[src/design/cpu_types_pkg.sv]
package cpu_types_pkg;

    // data path widths
    localparam int word_width = 32;
    localparam int reg_addr_width = 5;

    // one data word or byte address
    typedef logic [word_width-1:0] word_t;

    // architectural register index
    typedef logic [reg_addr_width-1:0] reg_addr_t;

    // return address sits two instructions past the branch (delay slot)
    localparam word_t link_offset = 32'd8;

endpackage

[src/design/exec_ops_pkg.sv]
package exec_ops_pkg;

    // alu operation select
    typedef logic [3:0] alu_op_t;

    localparam alu_op_t alu_add  = 4'd0;
    localparam alu_op_t alu_sub  = 4'd1;
    localparam alu_op_t alu_and  = 4'd2;
    localparam alu_op_t alu_or   = 4'd3;
    localparam alu_op_t alu_xor  = 4'd4;
    localparam alu_op_t alu_nor  = 4'd5;
    localparam alu_op_t alu_slt  = 4'd6;
    localparam alu_op_t alu_sltu = 4'd7;
    localparam alu_op_t alu_sll  = 4'd8;
    localparam alu_op_t alu_srl  = 4'd9;
    localparam alu_op_t alu_sra  = 4'd10;
    localparam alu_op_t alu_lui  = 4'd11;

    // branch condition select
    typedef logic [2:0] cmp_op_t;

    localparam cmp_op_t cmp_eq  = 3'd0;
    localparam cmp_op_t cmp_ne  = 3'd1;
    localparam cmp_op_t cmp_lez = 3'd2;
    localparam cmp_op_t cmp_gtz = 3'd3;
    localparam cmp_op_t cmp_ltz = 3'd4;
    localparam cmp_op_t cmp_gez = 3'd5;

    // instruction class seen by execute
    typedef logic [1:0] exe_type_t;

    localparam exe_type_t exe_alu    = 2'd0;
    localparam exe_type_t exe_load   = 2'd1;
    localparam exe_type_t exe_store  = 2'd2;
    localparam exe_type_t exe_branch = 2'd3;

    // how the branch target is formed
    typedef logic [1:0] branch_kind_t;

    localparam branch_kind_t br_cond     = 2'd0;
    localparam branch_kind_t br_jump     = 2'd1;
    localparam branch_kind_t br_jump_reg = 2'd2;

endpackage

[src/design/alu.sv]
module alu
    import cpu_types_pkg::*;
    import exec_ops_pkg::*;
(
    input  word_t   a,
    input  word_t   b,
    input  alu_op_t op,
    output word_t   y
);

    logic [4:0] shamt;
    logic       lt_signed;
    logic       lt_unsigned;

    // shift amount comes from a, b is the value shifted
    assign shamt = a[4:0];

    assign lt_signed   = $signed(a) < $signed(b);
    assign lt_unsigned = a < b;

    always_comb begin
        case (op)
            alu_add: begin
                y = a + b;
            end
            alu_sub: begin
                y = a - b;
            end
            alu_and: begin
                y = a & b;
            end
            alu_or: begin
                y = a | b;
            end
            alu_xor: begin
                y = a ^ b;
            end
            alu_nor: begin
                y = ~(a | b);
            end
            alu_slt: begin
                y = {31'd0, lt_signed};
            end
            alu_sltu: begin
                y = {31'd0, lt_unsigned};
            end
            alu_sll: begin
                y = b << shamt;
            end
            alu_srl: begin
                y = b >> shamt;
            end
            alu_sra: begin
                y = word_t'($signed(b) >>> shamt);
            end
            alu_lui: begin
                y = {b[15:0], 16'd0};
            end
            default: begin
                y = '0;
            end
        endcase
    end

endmodule

[src/design/branch_cmp.sv]
module branch_cmp
    import cpu_types_pkg::*;
    import exec_ops_pkg::*;
(
    input  word_t   a,
    input  word_t   b,
    input  cmp_op_t op,
    output logic    cond_true
);

    logic a_zero;
    logic a_neg;

    // single operand tests only look at a
    assign a_zero = (a == '0);
    assign a_neg  = a[31];

    always_comb begin
        case (op)
            cmp_eq:  cond_true = (a == b);
            cmp_ne:  cond_true = (a != b);
            cmp_lez: cond_true = a_neg | a_zero;
            cmp_gtz: cond_true = ~a_neg & ~a_zero;
            cmp_ltz: cond_true = a_neg;
            cmp_gez: cond_true = ~a_neg;
            default: cond_true = 1'b0;
        endcase
    end

endmodule

[src/design/branch_resolve.sv]
module branch_resolve
    import cpu_types_pkg::*;
    import exec_ops_pkg::*;
(
    input  branch_kind_t kind,
    input  logic         cond_true,
    input  logic         pred_taken,
    input  word_t        pred_target,
    input  word_t        pc,
    input  word_t        br_target,
    input  word_t        reg_target,
    output logic         redirect,
    output word_t        target_pc
);

    word_t fall_through;

    // not-taken path resumes after the delay slot
    assign fall_through = pc + link_offset;

    always_comb begin
        redirect  = 1'b0;
        target_pc = '0;
        case (kind)
            br_cond: begin
                if (cond_true && !pred_taken) begin
                    redirect  = 1'b1;
                    target_pc = br_target;
                end else if (!cond_true && pred_taken) begin
                    // fetch went down the taken path, pull it back
                    redirect  = 1'b1;
                    target_pc = fall_through;
                end
            end
            br_jump: begin
                // target is static, only a missed prediction matters
                if (!pred_taken) begin
                    redirect  = 1'b1;
                    target_pc = br_target;
                end
            end
            br_jump_reg: begin
                // register target must match what fetch guessed
                if (!pred_taken || (pred_target != reg_target)) begin
                    redirect  = 1'b1;
                    target_pc = reg_target;
                end
            end
            default: begin
                redirect  = 1'b0;
                target_pc = '0;
            end
        endcase
    end

endmodule

[src/design/execute_stage.sv]
module execute_stage
    import cpu_types_pkg::*;
    import exec_ops_pkg::*;
(
    input  logic         clk,
    input  logic         rst,
    input  logic         in_valid,
    input  exe_type_t    exe_type,
    input  branch_kind_t branch_kind,
    input  alu_op_t      alu_op,
    input  cmp_op_t      cmp_op,
    input  word_t        pc,
    input  word_t        num_a,
    input  word_t        num_b,
    input  word_t        mem_offset,
    input  word_t        br_target,
    input  logic         pred_taken,
    input  word_t        pred_target,
    input  logic         wr_reg_need,
    input  reg_addr_t    wr_reg_addr,
    output logic         out_valid,
    output logic         mem_read_en,
    output logic         mem_write_en,
    output logic         wr_reg_en,
    output reg_addr_t    wr_reg_dst,
    output word_t        result,
    output word_t        mem_addr,
    output word_t        write_data,
    output logic         redirect_en,
    output word_t        redirect_pc
);

    word_t alu_y;
    word_t link_pc;
    word_t result_next;
    word_t addr_next;
    word_t resolve_pc;
    logic  cond_true;
    logic  resolve_redirect;
    logic  is_branch;
    logic  take_redirect;

    alu u_alu (
        .a  (num_a),
        .b  (num_b),
        .op (alu_op),
        .y  (alu_y)
    );

    branch_cmp u_branch_cmp (
        .a         (num_a),
        .b         (num_b),
        .op        (cmp_op),
        .cond_true (cond_true)
    );

    branch_resolve u_branch_resolve (
        .kind        (branch_kind),
        .cond_true   (cond_true),
        .pred_taken  (pred_taken),
        .pred_target (pred_target),
        .pc          (pc),
        .br_target   (br_target),
        .reg_target  (num_a),
        .redirect    (resolve_redirect),
        .target_pc   (resolve_pc)
    );

    assign is_branch = (exe_type == exe_branch);

    // branches write the return address instead of an alu value
    assign link_pc     = pc + link_offset;
    assign result_next = is_branch ? link_pc : alu_y;

    // base register plus sign-extended offset from decode
    assign addr_next = mem_offset + num_b;

    // resolver ignores the class, so only branches may redirect
    assign take_redirect = in_valid & is_branch & resolve_redirect;

    // ex/mem boundary
    always_ff @(posedge clk) begin
        if (rst) begin
            out_valid    <= 1'b0;
            mem_read_en  <= 1'b0;
            mem_write_en <= 1'b0;
            wr_reg_en    <= 1'b0;
            redirect_en  <= 1'b0;
            wr_reg_dst   <= '0;
            result       <= '0;
            mem_addr     <= '0;
            write_data   <= '0;
            redirect_pc  <= '0;
        end else begin
            out_valid    <= in_valid;
            mem_read_en  <= in_valid & (exe_type == exe_load);
            mem_write_en <= in_valid & (exe_type == exe_store);
            wr_reg_en    <= in_valid & wr_reg_need;
            redirect_en  <= take_redirect;
            wr_reg_dst   <= wr_reg_addr;
            result       <= result_next;
            mem_addr     <= addr_next;
            write_data   <= num_a;
            redirect_pc  <= take_redirect ? resolve_pc : '0;
        end
    end

endmodule

[config.mk]
export PLATFORM = sky130hd
export DESIGN_NAME = execute_stage
export DESIGN_NICKNAME = d
export VERILOG_FILES = /design/src/design/cpu_types_pkg.sv /design/src/design/exec_ops_pkg.sv /design/src/design/alu.sv /design/src/design/branch_cmp.sv /design/src/design/branch_resolve.sv /design/src/design/execute_stage.sv
export SDC_FILE = /design/constraint.sdc
export NUM_CORES = 1
export LEC_CHECK = 0
export ABC_AREA = 0
export BUFFER_PORTS_ARGS = -buffer_cell sky130_fd_sc_hd__clkbuf_2
export CAP_MARGIN = 20
export CELL_PAD_IN_SITES_DETAIL_PLACEMENT = 1
export CELL_PAD_IN_SITES_GLOBAL_PLACEMENT = 2
export CORE_MARGIN = 3
export CORE_UTILIZATION = 32
export CTS_BUF_LIST = sky130_fd_sc_hd__clkbuf_16
export DETAILED_ROUTE_END_ITERATION = 10
export PLACE_DENSITY_LB_ADDON = 0.08
export SKIP_LAST_GASP = 1
export SYNTH_ARGS = -nofsm -noshare
export SYNTH_HDL_FRONTEND = slang
export SYNTH_SLANG_ARGS = --single-unit
[constraint.sdc]
create_clock -name clk -period 3.9 [get_ports clk]
set_input_delay 0 -clock clk [delete_from_list [all_inputs] [get_ports clk]]
set_output_delay 0 -clock clk [all_outputs]
set_load 0.05 [all_outputs]
==> impl_metrics.json, run 1 <==
{
  "io_pins": 351,
  "synthTopCellsByArea": "dfxtp_1 17%, ha_1 11%, mux4_2 7.4%",
  "gp_congestion": 0.980,
  "max_freq_mhz": 264,
  "syn_nets": 2431,
  "leakage_nw": 9.14,
  "crit_family": "simple AND/OR/NAND/NOR gates",
  "h-tree-depth": 4,
  "crit_arrival_ns": 4.22,
  "layout-area-overhead-vs-synth_pct": 32.0,
  "ys_dominant_reg_cell": "dfxtp_1",
  "synth.avg_cell_area_um2": 7.62,
  "finalSetupTns_ns": 0,
  "tightest_slew_ns": 1.05,
  "grt_max_degree": 75,
  "rows": 80,
  "crit_slowest_cell": "or4b_4",
  "yosysSeqAreaShare_pct": 17.4,
  "synth_top_area_cell": "dfxtp_1",
  "synth_top_area_share_pct": 17.4,
  "slew_viol_final": 0,
  "startpoint_type": "input port",
  "finalCritPeriodShare_pct": 97.2,
  "final_nets": 2943,
  "portBuffers": 350,
  "worstPathRequired_ns": 4.33,
  "overflow": 0,
  "vias": 19591,
  "final_util_pct": 43.3,
  "fill_cells": 6006,
  "core_area_um2": 48300,
  "worst-path-buf-inv": 5,
  "antenna_found_initial": 4,
  "path_clk_slew_ns": 0.07,
  "clockBufferDepth": 2,
  "cts_tree": "done",
  "yosysWarnings": 0,
  "multi_input_area_um2": 12100,
  "min_path_type": "input port to register",
  "postCtsSetupBuffers": 0,
  "routed_via_density": 6.00,
  "peakVddDrop_v": 0.000266,
  "syn_area_um2": 15900,
  "start_util_pct": 32.8,
  "drv_cap": 0,
  "mostFrequentLayoutCells": "347 x clkbuf_2, 297 x nor2_1, 172 x a21oi_1, 147 x buf_4, 138 x dfxtp_1",
  "grt_pass1_wl_mm": 139,
  "synth-seq-cells": 138,
  "drcViolationCount": 0,
  "mostFrequentLayoutCell": "clkbuf_2",
  "timing.max_slew.rel_slack_pct": 29.1,
  "root_buffer": "clkbuf_16",
  "path_class": "input port to register",
  "hpwl_mm": 74.2,
  "die_height_um": 229,
  "crit_fanout": 10,
  "synth_cells": 2081,
  "firstDrtPassIters": 7,
  "wl_mm": 95.2,
  "cts_sinks": 138,
  "grt.total_usage_pct": 35.4,
  "die_x_um": 229,
  "rsz0062_at_grt": "no",
  "async_reset_ff_share_pct": 0,
  "drive_gt1_share_pct": 25.0,
  "final_hold_viol_count": 0,
  "path_cells": "dlygate4sd3_1, clkbuf_2, inv_1, ha_1, nor3_4, and2_2, and3_1, nand3_1, nand3_1, xor2_1, nand2_1, inv_1, ha_1, or4b_4, nor2_1, a221oi_1, dlygate4sd3_1, nor2_1",
  "end_kind": "register",
  "regArea_um2": 2760,
  "synth_edf_count": 0,
  "finalCriticalPeriod_ns": 3.79,
  "grt_pass1_vias": 20283,
  "p_per_area_nw_per_um2": 295,
  "wl_per_cell_um": 29.2,
  "cts_buffers": 17,
  "die-area_um2": 52300,
  "ys_types": 109,
  "drtIter0Drc": 1844,
  "setup_viol": 0,
  "antenna_left": 0,
  "slowest_delay_ns": 0.60,
  "status": "finished clean"
}
cell families (layout without fill, tap and decap cells):
family                   count (synthesis)  count (layout)  share of synthesized area (%)
AO/OA/AOI/OAI                          639             639                           27.4
XOR/XNOR                                96              96                           5.30
adder cells (fa/ha/maj)                137             137                           11.0
buffers and inverters                  247             771                           6.75
flip-flops                             138             138                           17.4
multiplexers                           105             105                           10.9
other                                    0               2                              0
AND/OR/NAND/NOR                        719             719                           21.3
stage by stage:
| step | power, mW | hold slack, ns | cell area [um2] | worst slack, ns | std cells |
|---|---|---|---|---|---|
| after global routing | 6.46 | 0.0325 | 20900 | 0.00724 | 3262 |
| after global placement | 4.30 | 0.207 | 19000 | 0.252 | 3096 |
| final | 6.18 | 0.0223 | 20900 | 0.107 | 3263 |
| after floorplan | 3.25 | 0.109 | 15900 | 0.324 | 2081 |
| after detailed placement | 4.32 | 0.219 | 19000 | 0.209 | 3097 |
| after CTS | 6.16 | 0.00188 | 20900 | 0.00502 | 3261 |
per-layer routing:
layer  wire length, um  vias up  part of all wire, %  track usage (%)
met5                 0        -                    0                0
met4              4510        0                  4.7             16.4
met3              7290      197                  7.7             7.35
met2             42300      875                   44             55.6
met1             41100     9795                   43             46.6
li1                  -     8724                    -                -
layout make-up:
cell class                      instances  share of cell area [%]
Antenna cell                            2                  0.0239
Inverter                              108                    1.94
Tap cell                              656                    3.92
Multi-Input combinational cell       1696                    57.8
Sequential cell                       138                    13.2
Clock buffer                           17                    2.03
Clock inverter                         14                   0.706
Timing Repair Buffer                  632                    20.3
timing repair:
action,CTS,global route
gates resized for setup,0,5
setup endpoints to repair,0,19
endpoints found under the hold margin,107,0
hold buffers,133,0
state kept, by name, summed over array words and instances, names as in the netlist, 5 cells and up:
| register | count |
|---|---|
| mem_addr | 32 |
| result | 32 |
| write_data | 32 |
| redirect_pc | 32 |
| wr_reg_dst | 5 |
report_power, final:
part / switching (mW) / total [mW] / internal (mW)
clock: 0.761 / 1.70 / 0.936
sequential: 0.0330 / 1.54 / 1.51
combinational: 1.92 / 2.94 / 1.02
total: 2.71 / 6.18 / 3.47
cell usage after synthesis, drive strengths merged, types with 22 or more instances:
cell / instances
nor2: 300
a21oi: 174
dfxtp: 138
nand2: 138
ha: 134
o21ai: 122
inv: 107
clkbuf: 89
nor3: 64
xor2: 54
mux4: 52
buf: 50
nand3: 50
xnor2: 42
mux2i: 41
a211oi: 33
a221oi: 33
nor2b: 30
nor4: 29
nand4: 25
a31oi: 23
a222oi: 22
path summary, 6_finish.rpt:
check	start	to	slack [ns]	cells after the start
max	num_a[9]	redirect_pc[10]$_SDFF_PP0_	0.11	18
min	mem_offset[11]	mem_addr[11]$_SDFF_PP0_	0.02	4
No activity file was read; power rests on OpenSTA's default activity.
==> run 2, diff against run 1 <==
--- a/config.mk
+++ b/config.mk
@@ -10,8 +10,9 @@
 export CAP_MARGIN = 20
 export CELL_PAD_IN_SITES_DETAIL_PLACEMENT = 1
 export CELL_PAD_IN_SITES_GLOBAL_PLACEMENT = 2
-export CORE_MARGIN = 3
-export CORE_UTILIZATION = 32
+export CORE_ASPECT_RATIO = 2
+export CORE_MARGIN = 5
+export CORE_UTILIZATION = 34
 export CTS_BUF_LIST = sky130_fd_sc_hd__clkbuf_16
 export DETAILED_ROUTE_END_ITERATION = 10
 export PLACE_DENSITY_LB_ADDON = 0.08
==> constraint.sdc (replaced) <==
create_clock -name clk -period 4.6 [get_ports clk]
set_input_delay 0 -clock clk [delete_from_list [all_inputs] [get_ports clk]]
set_output_delay 0 -clock clk [all_outputs]
set_load 0.05 [all_outputs]
==> run 2 against run 1 <==
Net effect: die area is 1.8% lower; via count fell by 2.2%; first-iteration DRC count is 6.2% lower; sequential power shrank 15%; critical path depth shrank 1; core utilization fell by 0.11 points; final area is 4.3% lower; clock power down 15%; final cell count decreased by 4.0%; count of clock-buffer cells in the layout did not move; hold slack lost 0.0014 ns.
==> impl_metrics.json, run 2 (synthesis gave the netlist of run 1 again) <==
{
  "tightest_slew_ns": 1.10,
  "path_class": "input port to register",
  "routed_via_density": 6.11,
  "die_height_um": 315,
  "antenna_left": 0,
  "firstDrtPassIters": 6,
  "cts_buffers": 17,
  "h-tree-depth": 4,
  "startpoint_type": "input port",
  "postCtsSetupBuffers": 0,
  "mostFrequentLayoutCells": "347 x clkbuf_2, 298 x nor2_1, 172 x a21oi_1, 138 x dfxtp_1, 137 x nand2_1",
  "antenna_found_initial": 3,
  "path_cells": "dlygate4sd3_1, clkbuf_2, inv_1, ha_1, or4_2, nor4_1, nand3_1, nand3_1, xor2_1, nand2_1, inv_1, ha_1, or4b_2, nor2_1, a221oi_1, dlygate4sd3_1, nor2_1",
  "die-area_um2": 51300,
  "hold-worst-slack_ns": 0.0209,
  "crit_fanout": 10,
  "overflow": 0,
  "p_per_area_nw_per_um2": 257,
  "fin_cells": 3133,
  "start_util_pct": 34.2,
  "setup_viol": 0,
  "wl_per_cell_um": 30.2,
  "worstPathRequired_ns": 5.00,
  "slowest_delay_ns": 0.79,
  "cts_sinks": 138,
  "drcViolationCount": 0,
  "finalSetupTns_ns": 0,
  "hpwl_mm": 73.8,
  "path_clk_slew_ns": 0.07,
  "rows": 112,
  "final_util_pct": 43.2,
  "drtIter0Drc": 1730,
  "grt_max_degree": 75,
  "timing.max_slew.rel_slack_pct": 25.8,
  "finalCriticalPeriod_ns": 4.43,
  "grt_pass1_vias": 20015,
  "min_path_type": "input port to register",
  "final_nets": 2842,
  "grt_pass1_wl_mm": 136,
  "crit_arrival_ns": 4.83,
  "worstHoldPathCells": 2,
  "hold_path_end": "mem_read_en$_SDFF_PP0_",
  "crit_slowest_cell": "or4b_2",
  "status": "finished clean",
  "gp_congestion": 0.989,
  "peakVddDrop_v": 0.000223,
  "drv_cap": 0,
  "core_area_um2": 46400,
  "vias": 19156,
  "max_freq_mhz": 226,
  "slew_viol_final": 0,
  "layout-area-overhead-vs-synth_pct": 26.3,
  "end_kind": "register",
  "die_x_um": 163,
  "rsz0062_at_grt": "no",
  "wl_mm": 94.6,
  "io_pins": 351,
  "root_buffer": "clkbuf_16",
  "final_hold_viol_count": 0,
  "cts_tree": "done",
  "mostFrequentLayoutCell": "clkbuf_2",
  "grt.total_usage_pct": 36.0,
  "placedCellCount": 2996,
  "clockBufferDepth": 2,
  "leakage_nw": 8.71,
  "worstHoldStart": "exe_type[0]",
  "finalCritPeriodShare_pct": 96.2,
  "drive_gt1_share_pct": 23.2,
  "portBuffers": 350
}
run 2: cell count changes in the layout (fill, tap and decap cells not counted), moves of 2 or more:
cell	change
nor3_1	-2
nor3_2	+3
clkinvlp_4	-3
buf_4	-68
a2111oi_0	-3
buf_12	-3
dlygate4sd3_1	-30
inv_6	+3
a2111oi_1	+3
run 2: final cells by class:
| cell class | count | area, um2 |
|---|---|---|
| fillers | 5773 | 26400 |
| multi-input cells | 1696 | 12100 |
| repair buffers | 531 | 3410 |
| flip-flops and latches | 138 | 2760 |
| well taps | 627 | 785 |
| clock buffers | 17 | 425 |
| inverters | 108 | 405 |
| clock inverters | 14 | 136 |
| diodes | 2 | 5.00 |
run 2: worst max-delay path, delay by kind of cell:
kind            cells  cell delay, ns
buf+inv             5            1.45
compound gates      1            0.06
fa+ha+maj           2            0.65
simple gates        8            2.59
xor+xnor            1            0.07
run 2: what timing repair did:
item,CTS,global route
resized for setup,0,2
hold endpoints to repair,89,0
endpoints found under the setup margin,0,10
hold buffers,103,0
run 2: worst max path at each step:
stage / from / end / slack [ns] / cells past startpoint
after floorplan: num_a[1] / redirect_pc[5]$_SDFF_PP0_ / 1.02 / 17
after global placement: num_a[23] / redirect_pc[19]$_SDFF_PP0_ / 0.76 / 16
after detailed placement: num_a[23] / redirect_pc[17]$_SDFF_PP0_ / 0.61 / 16
after CTS: num_a[23] / redirect_pc[13]$_SDFF_PP0_ / 0.01 / 18
after global routing: num_a[23] / redirect_pc[10]$_SDFF_PP0_ / 0.04 / 18
final: num_a[7] / redirect_pc[13]$_SDFF_PP0_ / 0.17 / 17
run 2: power breakdown:
part,internal [mW],switching [mW],leakage (nW)
Combinational,0.790,1.60,7.29
Sequential,1.28,0.0287,1.14
Clock,0.755,0.691,0.276
Total,2.82,2.32,8.71
run 2: per-stage QoR:
stage	total power, mW	setup slack, ns	area (um2)
6_report	5.14	0.173	20000
5_1_grt	5.36	0.0433	20000
4_1_cts	5.15	0.0127	20000
3_5_place_dp	3.60	0.608	18400
3_3_place_gp	3.60	0.758	18400
2_1_floorplan	2.76	1.02	15900
run 2: per-layer routing:
layer / wire, um / GRT usage, % / part of all wire (%) / up-vias
met1: 33300 / 39.0 / 35 / 9402
met5: 13 / 0 / 0.014 / -
met4: 9900 / 30.8 / 10 / 2
met2: 46000 / 61.0 / 49 / 889
met3: 5330 / 4.88 / 5.6 / 317
li1: - / - / - / 8546
